<file path="src/design/emu_pkg.sv">
package emu_pkg;

    // target program counter and scan chain length
    localparam int PC_WIDTH = 32;

    // tick counter and step counter
    localparam int CNT_WIDTH = 64;

    // host cycles per target tick
    localparam int TICK_DIV = 4;
    localparam int DIV_WIDTH = $clog2(TICK_DIV);

    // console buffer depth, equal to the number of credits at reset
    localparam int CONSOLE_DEPTH = 4;
    localparam int PTR_WIDTH = $clog2(CONSOLE_DEPTH);

    // must be able to hold CONSOLE_DEPTH itself
    localparam int CREDIT_WIDTH = 3;

    localparam int CHAR_WIDTH = 8;

    // a character goes out when the low bits of the new pc are zero
    localparam int CHAR_PERIOD_LOG2 = 3;

    // the character is taken from the pc just above the period bits
    localparam int CHAR_LSB = CHAR_PERIOD_LOG2;

endpackage

</file>
<file path="src/design/tick_gen.sv">
`timescale 1ns/100ps

module tick_gen
    import emu_pkg::*;
(
    input  logic host_clk,
    input  logic host_rst,
    input  logic run_mode,
    input  logic target_ready,
    output logic tick
);

    localparam logic [DIV_WIDTH-1:0] DIV_LAST = DIV_WIDTH'(TICK_DIV - 1);

    logic [DIV_WIDTH-1:0] div;
    logic                 div_done;

    assign div_done = (div == DIV_LAST);

    // one target cycle per TICK_DIV host cycles, held off by back-pressure
    assign tick = div_done && target_ready;

    always_ff @(posedge host_clk) begin
        if (host_rst) begin
            div <= '0;
        end else if (!run_mode) begin
            // restart the period from zero on the next resume
            div <= '0;
        end else if (div_done) begin
            if (target_ready) begin
                div <= '0;
            end
        end else begin
            div <= div + 1'b1;
        end
    end

endmodule

</file>
<file path="src/design/run_ctrl.sv">
`timescale 1ns/100ps

module run_ctrl
    import emu_pkg::*;
(
    input  logic                 host_clk,
    input  logic                 host_rst,

    input  logic                 tick,
    input  logic                 trig,

    input  logic                 do_pause,
    input  logic                 do_resume,

    input  logic                 count_write,
    input  logic [CNT_WIDTH-1:0] count_wdata,

    input  logic                 step_write,
    input  logic [CNT_WIDTH-1:0] step_wdata,

    output logic [CNT_WIDTH-1:0] count,
    output logic                 step_trig,
    output logic                 run_mode
);

    logic [CNT_WIDTH-1:0] step;
    logic [CNT_WIDTH-1:0] step_next;
    logic                 advance;

    assign advance = run_mode && tick;

    // free-running target cycle count, host may overwrite it
    always_ff @(posedge host_clk) begin
        if (host_rst) begin
            count <= '0;
        end else if (count_write) begin
            count <= count_wdata;
        end else if (advance) begin
            count <= count + 1'b1;
        end
    end

    // step budget, zero means no limit
    always_comb begin
        if (step_write) begin
            step_next = step_wdata;
        end else if (step == '0) begin
            step_next = '0;
        end else if (advance) begin
            step_next = step - 1'b1;
        end else begin
            step_next = step;
        end
    end

    always_ff @(posedge host_clk) begin
        if (host_rst) begin
            step <= '0;
        end else begin
            step <= step_next;
        end
    end

    assign step_trig = (step != '0) && (step_next == '0);

    // stop requests only take effect on a tick, so the target halts on a cycle boundary
    always_ff @(posedge host_clk) begin
        if (host_rst) begin
            run_mode <= 1'b1;
        end else if ((trig || step_trig || do_pause) && tick) begin
            run_mode <= 1'b0;
        end else if (do_resume) begin
            run_mode <= 1'b1;
        end
    end

endmodule

</file>
<file path="src/design/target_core.sv">
`timescale 1ns/100ps

module target_core
    import emu_pkg::*;
(
    input  logic                  host_clk,
    input  logic                  host_rst,

    input  logic                  tick,
    input  logic                  run_mode,

    input  logic                  bp_write,
    input  logic [PC_WIDTH-1:0]   bp_wdata,

    input  logic                  ff_scan,
    input  logic                  ff_dir,
    input  logic                  ff_sdi,

    input  logic                  credit_return,

    output logic                  trig,
    output logic                  target_ready,
    output logic                  ff_sdo,
    output logic                  char_push,
    output logic [CHAR_WIDTH-1:0] char_data,
    output logic                  idle
);

    logic [PC_WIDTH-1:0]     pc;
    logic [PC_WIDTH-1:0]     pc_next;
    logic [PC_WIDTH-1:0]     bp;
    logic                    bp_en;
    logic                    emit_next;
    logic                    emit;
    logic                    scan_in;
    logic [CREDIT_WIDTH-1:0] credits;

    assign pc_next = pc + 1'b1;
    assign emit_next = (pc_next[CHAR_PERIOD_LOG2-1:0] == '0);
    assign emit = tick && emit_next;

    // a step that prints needs a credit, any other step may always go
    assign target_ready = (credits != '0) || !emit_next;

    assign trig = tick && bp_en && (pc_next == bp);

    // rotate by default, so a full pass leaves the pc unchanged
    assign ff_sdo = pc[PC_WIDTH-1];
    assign scan_in = ff_dir ? ff_sdi : ff_sdo;

    always_ff @(posedge host_clk) begin
        if (host_rst) begin
            pc <= '0;
        end else if (ff_scan && !run_mode) begin
            pc <= {pc[PC_WIDTH-2:0], scan_in};
        end else if (tick) begin
            pc <= pc_next;
        end
    end

    always_ff @(posedge host_clk) begin
        if (host_rst) begin
            bp_en <= 1'b0;
        end else if (bp_write) begin
            bp_en <= 1'b1;
        end
    end

    always_ff @(posedge host_clk) begin
        if (bp_write) begin
            bp <= bp_wdata;
        end
    end

    // console sender
    always_ff @(posedge host_clk) begin
        if (host_rst) begin
            char_push <= 1'b0;
        end else begin
            char_push <= emit;
        end
    end

    always_ff @(posedge host_clk) begin
        if (emit) begin
            char_data <= pc_next[CHAR_LSB +: CHAR_WIDTH];
        end
    end

    always_ff @(posedge host_clk) begin
        if (host_rst) begin
            credits <= CREDIT_WIDTH'(CONSOLE_DEPTH);
        end else begin
            credits <= credits + CREDIT_WIDTH'(credit_return) - CREDIT_WIDTH'(emit);
        end
    end

    // quiet once stopped and every character has been taken by the host
    assign idle = !run_mode && (credits == CREDIT_WIDTH'(CONSOLE_DEPTH));

endmodule

</file>
<file path="src/design/console_fifo.sv">
`timescale 1ns/100ps

module console_fifo
    import emu_pkg::*;
(
    input  logic                  host_clk,
    input  logic                  host_rst,

    input  logic                  char_push,
    input  logic [CHAR_WIDTH-1:0] char_data,

    output logic                  console_valid,
    output logic [CHAR_WIDTH-1:0] console_data,
    input  logic                  console_ready,

    output logic                  credit_return
);

    logic [CHAR_WIDTH-1:0]   mem [CONSOLE_DEPTH];
    logic [PTR_WIDTH-1:0]    wr_ptr;
    logic [PTR_WIDTH-1:0]    rd_ptr;
    logic [CREDIT_WIDTH-1:0] fill;
    logic                    pop;

    assign console_valid = (fill != '0);
    assign console_data = mem[rd_ptr];
    assign pop = console_valid && console_ready;

    // the sender holds a credit for every push, so no full check here
    always_ff @(posedge host_clk) begin
        if (char_push) begin
            mem[wr_ptr] <= char_data;
        end
    end

    always_ff @(posedge host_clk) begin
        if (host_rst) begin
            wr_ptr <= '0;
            rd_ptr <= '0;
            fill <= '0;
        end else begin
            if (char_push) begin
                wr_ptr <= wr_ptr + 1'b1;
            end
            if (pop) begin
                rd_ptr <= rd_ptr + 1'b1;
            end
            fill <= fill + CREDIT_WIDTH'(char_push) - CREDIT_WIDTH'(pop);
        end
    end

    // one credit back per character taken
    always_ff @(posedge host_clk) begin
        if (host_rst) begin
            credit_return <= 1'b0;
        end else begin
            credit_return <= pop;
        end
    end

endmodule

</file>
<file path="src/design/emu_top.sv">
`timescale 1ns/100ps

module emu_top
    import emu_pkg::*;
(
    input  logic                  host_clk,
    input  logic                  host_rst,

    input  logic                  do_pause,
    input  logic                  do_resume,
    output logic                  run_mode,
    output logic                  idle,

    output logic                  trig,
    output logic                  step_trig,

    output logic [CNT_WIDTH-1:0]  count,
    input  logic                  count_write,
    input  logic [CNT_WIDTH-1:0]  count_wdata,

    input  logic                  step_write,
    input  logic [CNT_WIDTH-1:0]  step_wdata,

    input  logic                  bp_write,
    input  logic [PC_WIDTH-1:0]   bp_wdata,

    input  logic                  ff_scan,
    input  logic                  ff_dir,
    input  logic                  ff_sdi,
    output logic                  ff_sdo,

    output logic                  console_valid,
    output logic [CHAR_WIDTH-1:0] console_data,
    input  logic                  console_ready
);

    logic                  tick;
    logic                  target_ready;
    logic                  char_push;
    logic [CHAR_WIDTH-1:0] char_data;
    logic                  credit_return;

    tick_gen u_tick_gen (
        .host_clk     (host_clk),
        .host_rst     (host_rst),
        .run_mode     (run_mode),
        .target_ready (target_ready),
        .tick         (tick)
    );

    run_ctrl u_run_ctrl (
        .host_clk    (host_clk),
        .host_rst    (host_rst),
        .tick        (tick),
        .trig        (trig),
        .do_pause    (do_pause),
        .do_resume   (do_resume),
        .count_write (count_write),
        .count_wdata (count_wdata),
        .step_write  (step_write),
        .step_wdata  (step_wdata),
        .count       (count),
        .step_trig   (step_trig),
        .run_mode    (run_mode)
    );

    target_core u_target_core (
        .host_clk      (host_clk),
        .host_rst      (host_rst),
        .tick          (tick),
        .run_mode      (run_mode),
        .bp_write      (bp_write),
        .bp_wdata      (bp_wdata),
        .ff_scan       (ff_scan),
        .ff_dir        (ff_dir),
        .ff_sdi        (ff_sdi),
        .credit_return (credit_return),
        .trig          (trig),
        .target_ready  (target_ready),
        .ff_sdo        (ff_sdo),
        .char_push     (char_push),
        .char_data     (char_data),
        .idle          (idle)
    );

    console_fifo u_console_fifo (
        .host_clk      (host_clk),
        .host_rst      (host_rst),
        .char_push     (char_push),
        .char_data     (char_data),
        .console_valid (console_valid),
        .console_data  (console_data),
        .console_ready (console_ready),
        .credit_return (credit_return)
    );

endmodule

</file>
<file path="config.mk">
export PLATFORM = sky130hd
export DESIGN_NAME = emu_top
export DESIGN_NICKNAME = d
export VERILOG_FILES = /design/src/design/emu_pkg.sv /design/src/design/tick_gen.sv /design/src/design/run_ctrl.sv /design/src/design/target_core.sv /design/src/design/console_fifo.sv /design/src/design/emu_top.sv
export SDC_FILE = /design/constraint.sdc
export NUM_CORES = 1
export LEC_CHECK = 0
export BUFFER_PORTS_ARGS = -buffer_cell sky130_fd_sc_hd__buf_2
export CORE_MARGIN = 2
export CORE_UTILIZATION = 57
export DETAILED_ROUTE_END_ITERATION = 10
export GPL_TIMING_DRIVEN = 0
export PLACE_DENSITY = 0.85
export SYNTH_ARGS = -nofsm -noshare
export SYNTH_HDL_FRONTEND = slang
export SYNTH_HIERARCHICAL = 1
export SYNTH_SLANG_ARGS = --single-unit
</file>
<file path="constraint.sdc">
create_clock -name host_clk -period 5.85 [get_ports host_clk]
set_clock_uncertainty 0.15 [all_clocks]
set_input_delay 0.2925 -clock host_clk [delete_from_list [all_inputs] [get_ports host_clk]]
set_output_delay 0.2925 -clock host_clk [all_outputs]
set_load 0.01 [all_outputs]
</file>
* After elaboration in Yosys (flattened, before gate mapping)
Memory sizes are Yosys's and may differ from the RTL's. A register that Yosys moved wholly into a read port is not among the register bits.
Cells that the tools add are included.
W data, S select, Z words.
** Word-level totals
- Register bits :: 216
- Memory bits (writable) :: 32
- Output and inout port bits :: 78
- Logic and storage cells :: 71
- Memories kept :: 1
** Memory list
- u_console_fifo.mem :: words 4, width 8, rd ports 1, clocked after memory_dff 1, write ports 1, RTL line console_fifo.sv:19 : logic [CHAR_WIDTH-1:0] mem [CONSOLE_DEPTH];
** Operators by class
- Add/subtract/negate cells :: 10
- Equal/unequal tests :: 4
- Multiplexer cells :: 16
- Bitwise operators :: 1
- Reduce and logical (&&, ||, !) cells :: 25
** Operators with widths (count)
- $mux W64 :: 5
- $logic_not A64 Y1 :: 2
- $add A64 B1 Y64 const B :: 1
- $mux W32 :: 2
- $reduce_bool A64 Y1 :: 1
- $sub A64 B1 Y64 const B :: 1
- $add A32 B1 Y32 const B :: 1
- $eq A32 B32 Y1 :: 1
- $logic_and A1 B1 Y1 :: 10
- $mux W2 :: 4
- $add A2 B1 Y2 const B :: 3
- $add A3 B1 Y3 :: 2
- $reduce_bool A2 Y1 :: 3
- $reduce_bool A3 Y1 :: 2
- $sub A3 B1 Y3 :: 2
- $mux W1 :: 5
- $eq A3 B3 Y1 const B :: 1
- $logic_not A3 Y1 :: 1
- $logic_or A1 B1 Y1 :: 3
- $eq A2 B2 Y1 const B :: 1
- $logic_not A1 Y1 :: 2
- $ne A2 B1 Y1 const B :: 1
- $reduce_or A2 Y1 :: 1
- $not A1 Y1 :: 1

* Logic depth before layout (Yosys ltp)
- Word-level depth :: 15
- Mapped depth :: 16
- Gate-level depth less buffers :: 14

* Hierarchy
The synthesis kept the hierarchy.
** Modules (own cells, without submodules)
- run_ctrl :: times used 1, cells an instance 992, area each 7527.2 um2, seq. area each 2582.5 um2
- target_core :: times used 1, cells an instance 460, area each 4314.1 um2, seq. area each 1941.9 um2
- console_fifo :: times used 1, cells an instance 89, area each 1646.6 um2, seq. area each 1161.1 um2
- tick_gen :: times used 1, cells an instance 10, area each 111.4 um2, seq. area each 40.0 um2

* Worst setup path before layout
No wires, ideal clock.
- Path type :: register to output
- Start point :: register u_target_core.pc[0]
- End point :: output step_trig
- Arrival :: 3.962 ns
- Required time :: 5.408 ns
- Setup slack :: 1.445 ns
- Cell stages (with the launch flop) :: 17
- Cell sequence :: dfxtp_1 ha_1 buf_4 xnor2_1 nand3_1 and2_1 and2_1 clkbuf_1 nand2_1 nor4_4 or3b_1 xnor2_1 o21ai_1 nand4_1 or4_1 nor4_2 o21a_1
** Between the ends
- Cells in the longest elaborated chain, start to end :: 11
** RTL lines
- from (decl) :: RTL line target_core.sv:29 : logic [PC_WIDTH-1:0] pc;
- from (signal assigned) :: RTL line target_core.sv:55 : pc <= {pc[PC_WIDTH-2:0], scan_in};
- from (signal assigned) :: RTL line target_core.sv:57 : pc <= pc_next;
- $add A32 B1 Y32 :: RTL line target_core.sv:38 : assign pc_next = pc + 1'b1;
- $logic_not A3 Y1 :: RTL line target_core.sv:39 : assign emit_next = (pc_next[CHAR_PERIOD_LOG2-1:0] == '0);
- $logic_not A1 Y1 :: RTL line target_core.sv:43 : assign target_ready = (credits != '0) || !emit_next;
- $logic_or A1 B1 Y1 :: RTL line target_core.sv:43
- named net target_ready :: RTL line emu_top.sv:38 : logic target_ready;
- $logic_and A1 B1 Y1 :: RTL line tick_gen.sv:21 : assign tick = div_done && target_ready;
- named net tick :: RTL line emu_top.sv:37 : logic tick;
- $logic_and A1 B1 Y1 :: RTL line run_ctrl.sv:30 : assign advance = run_mode && tick;
- $mux W64 :: RTL line run_ctrl.sv:49 : end else if (advance) begin
- $mux W64 :: RTL line run_ctrl.sv:47 : end else if (step == '0) begin
- $mux W64 :: RTL line run_ctrl.sv:45 : if (step_write) begin
- $logic_not A64 Y1 :: RTL line run_ctrl.sv:64 : assign step_trig = (step != '0) && (step_next == '0);
- $logic_and A1 B1 Y1 :: RTL line run_ctrl.sv:64
- to (decl) :: RTL line emu_top.sv:15 : output logic step_trig,
The timed path passes the listed nets, and every way through them passes these cells.

* Worst setup path in the final report
- Start point :: register u_target_core.pc[1]
- End point :: output step_trig
The elaborated chain is that of the path after synthesis.

==> metrics.md <==
| Metric | Value |
|---|---|
| Mapped Area | `13600 sq um` |
| VDD IR max | `0.000235 V` |
| EDFF count, synth | `72` |
| Mapped Cells | `1551` |
| Ys Warns | `6` |
| Tcrit/Tclk final | `0.970` |
| Crit path arrival time | `5.23 ns` |
| Clock buffer depth | `3` |
| Vias per cell | `6.32` |
| Post-synth top area cell | `dfxtp_1` |
| Layout Nets | `about 2200` |
| Setup slack after layout | `0.174 ns` |
| Unrepaired setup endpoints after global routing | `false` |
| Port buffer count | `247` |
| Largest net degree at the start of global routing | `34` |
| Top_reg_cell synth | `dfxtp_1` |
| Routed Antenna Nets | `0` |
| Mapped Avg Cell Area | `8.77 sq um` |
| Worst Setup End Kind | `primary output` |
| Hold Vio Cnt, Final | `0` |
| DRT Pass-1 Iters | `11` |
| Total track usage | `0.384` |
| Setup violations, final | `0` |
| Drt wl/cell | `21.0 um` |
| Most frequent cells in the layout | `buf_2, nor2_1, dfxtp_1, dlygate4sd3_1, nand2_1` |
| First-pass GRT wire length | `75500 um` |
| Sequential area share after synthesis | `0.421` |
| Worst skew pair latency | `0.55 ns` |
| Leakage power | `6.97 nW` |
| Vias in the first global route | `14400` |
| Syn_nets | `about 1700` |
| Finished Core Util | `0.761` |
| Post-route minimum period | `~5.7 ns` |
| Worst hold path class | `input port to flop` |
| Share of cells above drive strength 1 | `0.179` |
| CP Class | `flop to primary output` |
| Core box area | `23500 sq um` |
| Initial antenna violation count | `4` |
| Synth Register Bits | `250` |
| FF/Latch Area | `5730 sq um` |
| DR vias | `14700` |
| TritonCTS clock tree | `yes` |
| Least-Margin Pin Slew | `1.01 ns` |
| Finished Cell Area | `around 18000 sq um` |
| Die X | `between 150 and 200 um` |
| Setup TNS | `0 ns` |
| DIE HEIGHT | `158 um` |
| Post-route DRC violation count | `1` |
| Root buf cell | `clkbuf_16` |
| Final Non-Filler Cells | `about 2300` |
| # IOs | `249` |
| Synth area leaders | `dfxtp_1, edfxtp_1, xnor2_1, nor2_1, xor2_1` |
| Dpl cell area | `15200 sq um` |
| Setup slack on the worst flop-to-flop path | `0.65 ns` |
| Clk sinks | `250` |
| Max Cap Viol | `0` |
| # fillers | `1515` |
| Die area | `25100 sq um` |
| Pwr Density | `254 nW/um^2` |
| CP required | `5.41 ns` |
| Row Count | `56` |
| Routed wire length | `49100 um` |
| Grt ovf | `0` |
| Status | `finished with violations` |
| Failing checks | `DRC` |
| Async S/R FF share, synth | `0` |
| Netlist cell types | `a little over 80` |
| Fin. max-slew vios | `0` |
| Htree depth | `1` |
| Slew HR | `0.322` |
| Area of the multi-input gates | `around 7400 sq um` |
| Crit path max fanout | `7` |
| Num CTS Buffers | `27` |
| DP Cell Count | `2117` |
| Commonest non-fill, non-tap cell in the layout | `buf_2` |
| Top cell type's share of synthesized area | `0.262` |
| Clock Pin Slew Worst Setup and Hold Paths | `0.06 ns` |
| Startpoint types | `flop` |
| Starting Density | `0.579` |
| Fmax | `176 MHz` |
| Worst slack at placement | `-0.0272 ns` |
| Area grow syn2layout | `31.4%` |
| Drt initial violations | `2375` |
| GPL Wtd Cong | `approximately 1` |
| DPL Wire Length | `30400 um` |
-- cell type report --
type	count	share of cell area
multi-input cells	1180	0.417
flip-flops and latches	250	0.320
repair buffers	415	0.162
clock buffers	28	0.0380
well taps	319	0.0223
plain buffers	87	0.0197
clock inverters	21	0.0134
inverters	33	0.00693
diodes	2	0.000280
-- power breakdown --
group	total [mW]	internal [mW]	switching (mW)	leakage, nW
clock network	1.79	1.03	0.758	0.438
logic	0.776	0.363	0.413	4.38
registers	1.98	1.88	0.106	2.15
-- path summary, 6_finish.rpt --
check | start | to | cells after the start
setup reg to reg | u_target_core/pc[1] | u_run_ctrl/run_mode | 17
hold reg to reg | u_tick_gen/div[0] | u_tick_gen/div[0] | 1
setup / recovery | u_target_core/pc[1] | step_trig | 17
hold / removal | ff_sdi | u_target_core/pc[0] | 3
-- registers in the layout, indices dropped and copies added (netlist names), 2 cells and up, named ones only --
register and cells:
u_run_ctrl/count 64, u_run_ctrl/step 64, u_console_fifo/mem 32, u_target_core/bp 32, u_target_core/pc 32, u_target_core/char_data 8
u_console_fifo/fill 3, u_target_core/credits 3, u_console_fifo/rd_ptr 2, u_console_fifo/wr_ptr 2, u_tick_gen/div 2
-- worst max-delay path: stages (launching register included) --
cell	delay (ns)
dfxtp_1	0.38
ha_1	0.21
buf_4	0.16
xnor2_1	0.21
nand3_1	0.16
and2_2	0.25
nor4bb_4	0.31
nand4_1	0.15
buf_4	0.20
nor4_4	0.40
nand2b_1	0.19
or4b_1	0.57
xnor2_1	0.17
a22oi_1	0.34
nand4_1	0.25
nor4_4	0.29
o21a_1	0.28
buf_2	0.16
-- synth_stat cells (all sizes together), types with 10 or more instances --
master / instances
or4: 14
nor3: 74
a21oi: 96
ha: 13
mux2i: 18
and3: 24
xnor2: 104
nand4: 58
nand2: 123
nor2: 228
xor2: 79
dfxtp: 178
and4: 10
a211oi: 30
edfxtp: 72
nand3: 62
a22oi: 22
nand2b: 13
inv: 32
nor4: 45
nor2b: 13
buf: 22
and2: 13
or3: 21
clkbuf: 66
o21ai: 31
-- metal layers --
layer,GRT usage,up-vias,share of wire
li1,-,6415,-
met1,0.478,6709,0.36
met2,0.610,1281,0.45
met3,0.107,339,0.12
met4,0.199,2,0.064
met5,0,-,0.00014
-- metrics by stage --
stage          power, mW  hold WS, ns
2_1_floorplan       2.41        0.241
3_3_place_gp        2.63        0.315
3_5_place_dp        2.66        0.321
4_1_cts             4.50     0.000630
5_1_grt             4.70       0.0270
6_report            4.55       0.0144
-- cell families after synthesis --
family	count (synthesis)	share of synthesized area
buffers and inverters	121	0.0351
adders and majority gates	15	0.0149
muxes	29	0.0290
AOI/OAI and AO/OA	227	0.105
and+or+nand+nor	725	0.276
xor gates and xnor gates	184	0.120
DFF	250	0.421
-- timing repair --
action,in CTS,in global routing
hold buffers,161,0
pin swaps,3,1
setup endpoints to repair,1,1
hold endpoints to repair,162,0
gates resized for setup,6,7
buffers inserted,7,0
No activity file was read; power rests on OpenSTA's default activity.
